**src/rtl/admm_params.svh**
```systemverilog
`ifndef ADMM_PARAMS_SVH
`define ADMM_PARAMS_SVH

// Fixed-point data path
`define ADMM_DATA_W     16
`define ADMM_FRAC_BITS  8
`define ADMM_LANES      4
`define ADMM_MAX_ITER   32

// Host bus
`define ADMM_BUS_W      32
`define ADMM_ADDR_W     8
`define ADMM_FIELD_W    3

// Control region register numbers
`define ADMM_REG_CTRL   0
`define ADMM_REG_STATUS 1
`define ADMM_REG_ITER   2
`define ADMM_REG_TOL    3
`define ADMM_REG_RESID  4

// Lane region field numbers
`define ADMM_FLD_U      0
`define ADMM_FLD_UMIN   1
`define ADMM_FLD_UMAX   2
`define ADMM_FLD_Z      3
`define ADMM_FLD_Y      4

`endif

```
**src/rtl/admm_pkg.sv**
```systemverilog
`default_nettype none
`include "admm_params.svh"

package admm_pkg;

    // Signed Q7.8 value
    typedef logic signed [`ADMM_DATA_W-1:0] fix_t;

    localparam fix_t FIX_MAX = {1'b0, {(`ADMM_DATA_W-1){1'b1}}};
    localparam fix_t FIX_MIN = {1'b1, {(`ADMM_DATA_W-1){1'b0}}};

    // Host-written lane settings
    typedef struct packed {
        fix_t u;
        fix_t u_min;
        fix_t u_max;
    } lane_cfg_t;

    // Lane results, residual is |z_new - z_old|
    typedef struct packed {
        fix_t                    z;
        fix_t                    y;
        logic [`ADMM_DATA_W-1:0] residual;
    } lane_out_t;

    // Address as a lane access
    typedef struct packed {
        logic                                       region;
        logic [`ADMM_ADDR_W-2-`ADMM_FIELD_W:0]      index;
        logic [`ADMM_FIELD_W-1:0]                   field;
    } lane_addr_t;

    // Address as a control register access
    typedef struct packed {
        logic                   region;
        logic [`ADMM_ADDR_W-2:0] num;
    } ctrl_addr_t;

    typedef union packed {
        lane_addr_t lane;
        ctrl_addr_t ctrl;
    } reg_addr_u;

    typedef enum logic [2:0] {
        IDLE,
        INIT,
        STEP,
        WAIT,
        CHECK,
        DONE
    } solver_state_t;

endpackage

`default_nettype wire

```
**src/rtl/admm_regs.sv**
```systemverilog
`timescale 1ns/1ps
`default_nettype none
`include "admm_params.svh"

module admm_regs (
    input  logic                    clk,
    input  logic                    rst,
    input  logic [`ADMM_BUS_W-1:0]  writedata,
    input  logic                    read,
    input  logic                    write,
    input  logic                    chipselect,
    input  logic [`ADMM_ADDR_W-1:0] addr,
    output logic [`ADMM_BUS_W-1:0]  readdata,
    output admm_pkg::lane_cfg_t     cfg [`ADMM_LANES],
    input  admm_pkg::lane_out_t     lane_out [`ADMM_LANES],
    output admm_pkg::fix_t          tol,
    input  admm_pkg::fix_t          max_res,
    output logic                    start,
    input  logic                    done,
    input  logic                    converged,
    input  logic                    busy,
    input  logic [7:0]              iter
);
    import admm_pkg::*;

    localparam int SEL_W = $clog2(`ADMM_LANES);

    // Default tolerance of 1/16
    localparam fix_t TOL_RESET = fix_t'(1 << (`ADMM_FRAC_BITS - 4));

    reg_addr_u              a;
    logic                   wr_en;
    logic                   rd_en;
    logic                   lane_hit;
    logic [SEL_W-1:0]       lane_sel;
    fix_t                   wdata;
    fix_t                   ctrl;
    logic [`ADMM_BUS_W-1:0] rd_mux;

    function automatic logic [`ADMM_BUS_W-1:0] sext(fix_t v);
        return {{(`ADMM_BUS_W-`ADMM_DATA_W){v[`ADMM_DATA_W-1]}}, v};
    endfunction

    assign a        = addr;
    assign wr_en    = chipselect && write;
    assign rd_en    = chipselect && read;
    assign lane_hit = a.lane.region && (a.lane.index < `ADMM_LANES);
    assign lane_sel = a.lane.index[SEL_W-1:0];
    assign wdata    = writedata[`ADMM_DATA_W-1:0];
    assign start    = ctrl[0];

    always_ff @(posedge clk or posedge rst) begin
        if (rst) begin
            ctrl <= '0;
            tol  <= TOL_RESET;
        end else if (wr_en && !a.ctrl.region) begin
            case (a.ctrl.num)
                `ADMM_REG_CTRL: ctrl <= wdata;
                `ADMM_REG_TOL:  tol  <= wdata;
                default: ;
            endcase
        end
    end

    // Lane settings stay frozen while a solve runs
    always_ff @(posedge clk) begin
        if (wr_en && lane_hit && !busy) begin
            case (a.lane.field)
                `ADMM_FLD_U:    cfg[lane_sel].u     <= wdata;
                `ADMM_FLD_UMIN: cfg[lane_sel].u_min <= wdata;
                `ADMM_FLD_UMAX: cfg[lane_sel].u_max <= wdata;
                default: ;
            endcase
        end
    end

    always_comb begin
        rd_mux = '0;
        if (!a.ctrl.region) begin
            case (a.ctrl.num)
                `ADMM_REG_CTRL:   rd_mux = sext(ctrl);
                `ADMM_REG_STATUS: rd_mux = {{(`ADMM_BUS_W-3){1'b0}}, busy, converged, done};
                `ADMM_REG_ITER:   rd_mux = {{(`ADMM_BUS_W-8){1'b0}}, iter};
                `ADMM_REG_TOL:    rd_mux = sext(tol);
                `ADMM_REG_RESID:  rd_mux = sext(max_res);
                default:          rd_mux = '0;
            endcase
        end else if (lane_hit) begin
            case (a.lane.field)
                `ADMM_FLD_U:    rd_mux = sext(cfg[lane_sel].u);
                `ADMM_FLD_UMIN: rd_mux = sext(cfg[lane_sel].u_min);
                `ADMM_FLD_UMAX: rd_mux = sext(cfg[lane_sel].u_max);
                `ADMM_FLD_Z:    rd_mux = sext(lane_out[lane_sel].z);
                `ADMM_FLD_Y:    rd_mux = sext(lane_out[lane_sel].y);
                default:        rd_mux = '0;
            endcase
        end
    end

    // Read data lands one cycle later and holds until the next read
    always_ff @(posedge clk or posedge rst) begin
        if (rst) begin
            readdata <= '0;
        end else if (rd_en) begin
            readdata <= rd_mux;
        end
    end

    a_no_rw_collision: assert property (@(posedge clk) disable iff (rst)
        chipselect |-> !(read && write));

endmodule

`default_nettype wire

```
**src/rtl/admm_projection_lane.sv**
```systemverilog
`timescale 1ns/1ps
`default_nettype none
`include "admm_params.svh"

module admm_projection_lane (
    input  logic                clk,
    input  logic                rst,
    input  logic                clear,
    input  logic                step,
    input  admm_pkg::lane_cfg_t cfg,
    output admm_pkg::lane_out_t lane_out,
    output logic                lane_valid
);
    import admm_pkg::*;

    localparam int W = `ADMM_DATA_W;

    typedef logic signed [W:0]   wide_t;
    typedef logic signed [W+1:0] wider_t;

    wide_t          sum;
    wide_t          dz;
    wide_t          abs_dz;
    wider_t         y_wide;
    fix_t           z_new;
    fix_t           y_new;

    always_comb begin
        // u + y with one guard bit, then box projection
        sum = wide_t'(cfg.u) + wide_t'(lane_out.y);
        if (sum < wide_t'(cfg.u_min)) begin
            z_new = cfg.u_min;
        end else if (sum > wide_t'(cfg.u_max)) begin
            z_new = cfg.u_max;
        end else begin
            z_new = fix_t'(sum);
        end

        // Dual update saturates to the fix_t range
        y_wide = wider_t'(sum) - wider_t'(z_new);
        if (y_wide > wider_t'(FIX_MAX)) begin
            y_new = FIX_MAX;
        end else if (y_wide < wider_t'(FIX_MIN)) begin
            y_new = FIX_MIN;
        end else begin
            y_new = fix_t'(y_wide);
        end

        dz     = wide_t'(z_new) - wide_t'(lane_out.z);
        abs_dz = dz[W] ? -dz : dz;
    end

    always_ff @(posedge clk or posedge rst) begin
        if (rst) begin
            lane_out   <= '0;
            lane_valid <= 1'b0;
        end else begin
            lane_valid <= step;
            if (clear) begin
                lane_out <= '0;
            end else if (step) begin
                lane_out.z        <= z_new;
                lane_out.y        <= y_new;
                lane_out.residual <= abs_dz[W-1:0];
            end
        end
    end

    a_z_in_box: assert property (@(posedge clk) disable iff (rst)
        lane_valid && (cfg.u_min <= cfg.u_max)
        |-> (lane_out.z >= cfg.u_min) && (lane_out.z <= cfg.u_max));

endmodule

`default_nettype wire

```
**src/rtl/admm_residual_check.sv**
```systemverilog
`timescale 1ns/1ps
`default_nettype none
`include "admm_params.svh"

module admm_residual_check (
    input  logic                    clk,
    input  logic                    rst,
    input  admm_pkg::lane_out_t     lane_out [`ADMM_LANES],
    input  logic [`ADMM_LANES-1:0]  lane_valid,
    input  admm_pkg::fix_t          tol,
    output admm_pkg::fix_t          max_res,
    output logic                    converged,
    output logic                    check_valid
);
    import admm_pkg::*;

    logic [`ADMM_DATA_W-1:0] max_u;
    fix_t                    max_sat;

    always_comb begin
        max_u = '0;
        for (int i = 0; i < `ADMM_LANES; i++) begin
            if (lane_out[i].residual > max_u) begin
                max_u = lane_out[i].residual;
            end
        end
        // Clip to the largest positive fix_t
        if (max_u > FIX_MAX) begin
            max_sat = FIX_MAX;
        end else begin
            max_sat = fix_t'(max_u);
        end
    end

    // Lanes run in lockstep, lane 0 paces the check
    always_ff @(posedge clk or posedge rst) begin
        if (rst) begin
            max_res     <= '0;
            converged   <= 1'b0;
            check_valid <= 1'b0;
        end else begin
            check_valid <= lane_valid[0];
            if (lane_valid[0]) begin
                max_res   <= max_sat;
                converged <= (max_sat <= tol);
            end
        end
    end

    a_lanes_lockstep: assert property (@(posedge clk) disable iff (rst)
        lane_valid[0] |-> (&lane_valid));

endmodule

`default_nettype wire

```
**src/rtl/admm_controller.sv**
```systemverilog
`timescale 1ns/1ps
`default_nettype none
`include "admm_params.svh"

module admm_controller (
    input  logic       clk,
    input  logic       rst,
    input  logic       start,
    input  logic       check_valid,
    input  logic       converged,
    output logic       clear,
    output logic       step,
    output logic       busy,
    output logic       done,
    output logic       conv_flag,
    output logic [7:0] iter
);
    import admm_pkg::*;

    solver_state_t state;
    solver_state_t state_next;
    logic          at_limit;

    assign at_limit = (iter >= 8'(`ADMM_MAX_ITER));

    always_comb begin
        state_next = state;
        case (state)
            IDLE:    if (start) state_next = INIT;
            INIT:    state_next = STEP;
            STEP:    state_next = WAIT;
            WAIT:    if (check_valid) state_next = CHECK;
            CHECK: begin
                if (converged || at_limit) begin
                    state_next = DONE;
                end else begin
                    state_next = STEP;
                end
            end
            DONE:    if (!start) state_next = IDLE;
            default: state_next = IDLE;
        endcase
    end

    always_ff @(posedge clk or posedge rst) begin
        if (rst) begin
            state <= IDLE;
        end else begin
            state <= state_next;
        end
    end

    // Iteration count and result flag
    always_ff @(posedge clk or posedge rst) begin
        if (rst) begin
            iter      <= '0;
            conv_flag <= 1'b0;
        end else begin
            case (state)
                INIT: begin
                    iter      <= '0;
                    conv_flag <= 1'b0;
                end
                WAIT:    if (check_valid) iter <= iter + 8'd1;
                CHECK:   conv_flag <= converged;
                default: ;
            endcase
        end
    end

    assign clear = (state == INIT);
    assign step  = (state == STEP);
    assign busy  = (state inside {INIT, STEP, WAIT, CHECK});
    assign done  = (state == DONE);

    a_strobes_exclusive: assert property (@(posedge clk) disable iff (rst)
        !(clear && step));

    // Lane and check pipeline answers in exactly two cycles
    a_check_latency: assert property (@(posedge clk) disable iff (rst)
        step |-> ##2 check_valid);

endmodule

`default_nettype wire

```
**src/rtl/admm_solver.sv**
```systemverilog
`timescale 1ns/1ps
`default_nettype none
`include "admm_params.svh"

module admm_solver (
    input  logic                    clk,
    input  logic                    rst,
    input  logic [`ADMM_BUS_W-1:0]  writedata,
    input  logic                    read,
    input  logic                    write,
    input  logic                    chipselect,
    input  logic [`ADMM_ADDR_W-1:0] addr,
    output logic [`ADMM_BUS_W-1:0]  readdata
);
    import admm_pkg::*;

    lane_cfg_t              cfg [`ADMM_LANES];
    lane_out_t              lane_out [`ADMM_LANES];
    logic [`ADMM_LANES-1:0] lane_valid;
    fix_t                   tol;
    fix_t                   max_res;
    logic                   start;
    logic                   clear;
    logic                   step;
    logic                   busy;
    logic                   done;
    logic                   converged;
    logic                   conv_flag;
    logic                   check_valid;
    logic [7:0]             iter;

    admm_regs regs_i (
        .clk        (clk),
        .rst        (rst),
        .writedata  (writedata),
        .read       (read),
        .write      (write),
        .chipselect (chipselect),
        .addr       (addr),
        .readdata   (readdata),
        .cfg        (cfg),
        .lane_out   (lane_out),
        .tol        (tol),
        .max_res    (max_res),
        .start      (start),
        .done       (done),
        .converged  (conv_flag),
        .busy       (busy),
        .iter       (iter)
    );

    for (genvar i = 0; i < `ADMM_LANES; i++) begin : g_lane
        admm_projection_lane lane_i (
            .clk        (clk),
            .rst        (rst),
            .clear      (clear),
            .step       (step),
            .cfg        (cfg[i]),
            .lane_out   (lane_out[i]),
            .lane_valid (lane_valid[i])
        );
    end

    admm_residual_check check_i (
        .clk         (clk),
        .rst         (rst),
        .lane_out    (lane_out),
        .lane_valid  (lane_valid),
        .tol         (tol),
        .max_res     (max_res),
        .converged   (converged),
        .check_valid (check_valid)
    );

    admm_controller ctrl_i (
        .clk         (clk),
        .rst         (rst),
        .start       (start),
        .check_valid (check_valid),
        .converged   (converged),
        .clear       (clear),
        .step        (step),
        .busy        (busy),
        .done        (done),
        .conv_flag   (conv_flag),
        .iter        (iter)
    );

endmodule

`default_nettype wire

```
**config.mk**
```make
export PLATFORM = sky130hd
export DESIGN_NAME = admm_solver
export DESIGN_NICKNAME = d
export VERILOG_FILES = /design/src/rtl/admm_pkg.sv /design/src/rtl/admm_regs.sv /design/src/rtl/admm_projection_lane.sv /design/src/rtl/admm_residual_check.sv /design/src/rtl/admm_controller.sv /design/src/rtl/admm_solver.sv
export VERILOG_INCLUDE_DIRS = /design/src /design/src/rtl
export SDC_FILE = /design/constraint.sdc
export NUM_CORES = 2
export LEC_CHECK = 0
export ABC_CLOCK_PERIOD_IN_PS = 11700
export BUFFER_PORTS_ARGS = -buffer_cell sky130_fd_sc_hd__buf_2
export CORE_MARGIN = 1
export CORE_UTILIZATION = 50
export DETAILED_ROUTE_END_ITERATION = 16
export GPL_TIMING_DRIVEN = 0
export PLACE_DENSITY = 0.66
export SYNTH_ARGS = -nofsm -noshare
export SYNTH_HDL_FRONTEND = slang
export SYNTH_SLANG_ARGS = --single-unit
export TNS_END_PERCENT = 20
```
**constraint.sdc**
```tcl
create_clock -name clk -period 11.7 [get_ports clk]
set_input_delay 1.17 -clock clk [delete_from_list [all_inputs] [get_ports clk]]
set_output_delay 1.17 -clock clk [all_outputs]
set_load 0.03 [all_outputs]
```
==> out/qor.yml <==
status: "finished with violations"
failed_checks: "max-capacitance violations, max-slew violations"
endpoint_kind: "flop"
yosysUniqueCellTypes: 95
crit_fanout: 10
critPathArrivalTime_ns: 10.59
multi_input_area_um2: 23200
detail-route-antenna-nets: 0
ios: 77
hpwlAfterDp_mm: 121
routed-via-count: 33600
syn-num-nets: 4498
area_growth_pct: 9.66
rows: 100
start_util: 0.507
post_cts_resized: 0
drt-met1-wl_mm: 61.3
clockBufferDepth: 3
layout.nets: 4624
yosysSeqAreaShare: 0.332
worstHoldPathType: "flop to flop"
cts_max_level: 2
hold_buffers: 0
grt_usage: 0.387
setup_tns_ns: 0
drc: 0
grt_pass1_wl_mm: 215
synth.top_cell.area_share: 0.179
top_layer_used: "met5"
core_um2: 74700
critPathKind: "flop to flop"
viasPerCell: 6.47
yosysTopAreaCell: "dfrtp_1"
routedWlPerCell_um: 29.2
netlist_area_um2: 37800
final_cell_mix: "nand2_1 (400), ha_1 (398), inv_1 (340)"
critPathCapture: "g_lane[3].lane_i.lane_out[24]$_DFFE_PP0N_"
syn_avg_cell_area_um2: 9.36
synth.area.top_cells: "dfrtp_1 (18%), edfxtp_1 (15%), ha_1 (13%)"
regArea_um2: 12500
syn_inst: 4043
synth_edf_count: 192
setup_violations: 0
slew_viol_final: 14
grt_pass1_vias: 30500
io_buffers: 58
die_w_um: 277
drt-pass1-iter-count: 8
final_common_cell: "nand2_1"
reg2reg_slack_ns: 1.63
fp.dieH_um: 277
die-area_um2: 76800
max_clock_freq_mhz: 99.3
cap_violations: 1
met3WireLength_mm: 15.7
synth_seq_cells: 463
cts_buffers: 55
tightest_slew_ns: 1.61
grt_start_max_net_pins: 117
synthArstFlopShare: 0.585
grt_setup_unrepaired: "false"
worstPathRequired_ns: 12.22
wl_mm: 152
clkLatencyLatePin_ns: 0.65
critical_path.max_stage_delay_ns: 0.65
hold_violations: 0
clockRootBuffer: "clkbuf_16"
fin_skew_ns: 0.0279
drt_iter0_markers: 4209
synth-main-ff-cell: "dfrtp_1"
overflow: 0
final_layout_size_suffix_gt1_frac: 0.0916
fin_crit_ns: 10.07
gp_congestion: 1.06
ff2ff_path_depth: 32
antenna_found_initial: 9
slew_headroom: -0.0731
cts_sinks: 463
cts_tree: "done"
dr_wl_met2_mm: 64.1
n_fill_cell: 6821
ys_warn_count: 0
cts_setup_buffers: 0
crit_path_start_kind: "flop"
fin_crit_sh: 0.861
worst_path_max_delay_cell: "o21ai_1"
worstReg2RegEnd: "g_lane[3].lane_i.lane_out[24]$_DFFE_PP0N_"
cpMostUsedCell: "a21oi_1"
path_clk_slew_ns: 0.06
area by class of cell:
type	instances	share of cell area
multi-input combinational	3038	0.559
sequential	463	0.302
clock buffer	77	0.0389
inverter	342	0.0311
tap	969	0.0292
buffer	200	0.0203
timing repair buffer	69	0.0112
clock inverter	26	0.00775
antenna	6	0.000362
critical path, delay by kind of cell (launching register included):
kind	cells	cell delay (ns)
buffers and inverters	3	1.11
AO/OA/AOI/OAI	17	4.67
AND/OR/NAND/NOR	6	1.39
XOR/XNOR	2	0.66
flip-flops	1	0.49
adder cells (fa/ha/maj)	4	1.60
layer usage:
metal	vias to the layer above	track usage
met1	16300	0.524
met4	6	0.226
met3	383	0.0836
li1	15100	-
met2	1757	0.571
met5	-	0
synth_stat cells (43+ instances only):
cell / number
a22o_1: 143
nor2b_1: 59
mux2i_1: 92
clkbuf_1: 146
o21ai_0: 290
a21oi_1: 209
inv_1: 341
edfxtp_1: 192
nor2_1: 247
mux4_2: 85
nand3_1: 119
a21o_1: 110
dfrtp_1: 270
xor2_1: 71
a221o_1: 57
ha_1: 398
nand2_1: 400
xnor2_1: 139
nor3_1: 43
mux2_2: 55
kinds of logic (layout without fill, tap and decap cells):
kind of cell    after synthesis  count (layout)  share of synthesized area
simple gates               1060            1060                      0.130
other cells                   1               7                  0.0000991
flops                       463             463                      0.332
fa+ha+maj                   410             410                      0.138
xor+xnor                    211             211                     0.0490
compound gates             1124            1124                      0.204
mux                         232             232                     0.0913
buf+inv                     542             714                     0.0562
metrics by stage:
step / std cells / worst slack, ns / area (um^2) / utilization / hold WS [ns]
CTS: 5181 / 2.02 / 41500 / 0.555 / 0.380
finish: 5190 / 1.63 / 41500 / 0.555 / 0.381
detailed placement: 5078 / 2.08 / 39500 / 0.529 / 0.373
global placement: 5070 / -0.551 / 39300 / 0.527 / 0.368
floorplan: 4043 / 3.06 / 37800 / - / 0.352
global route: 5184 / 1.03 / 41500 / 0.555 / 0.390
how the worst min path moves through the flow:
stage / from / endpoint / slack (ns) / cells after the start
finish: g_lane[0].lane_i.lane_valid$_DFF_PP0_ / check_i.check_valid$_DFF_PP0_ / 0.38 / 0
global route: g_lane[0].lane_i.lane_valid$_DFF_PP0_ / check_i.check_valid$_DFF_PP0_ / 0.39 / 0
CTS: g_lane[0].lane_i.lane_valid$_DFF_PP0_ / check_i.check_valid$_DFF_PP0_ / 0.38 / 0
detailed placement: g_lane[0].lane_i.lane_valid$_DFF_PP0_ / check_i.check_valid$_DFF_PP0_ / 0.37 / 0
global placement: g_lane[0].lane_i.lane_valid$_DFF_PP0_ / check_i.check_valid$_DFF_PP0_ / 0.37 / 0
floorplan: g_lane[0].lane_i.lane_valid$_DFF_PP0_ / check_i.check_valid$_DFF_PP0_ / 0.35 / 0
Power is left out: the tool's default activity adds up to more than one toggle a clock period on the data nets, which glitch-free logic cannot reach.
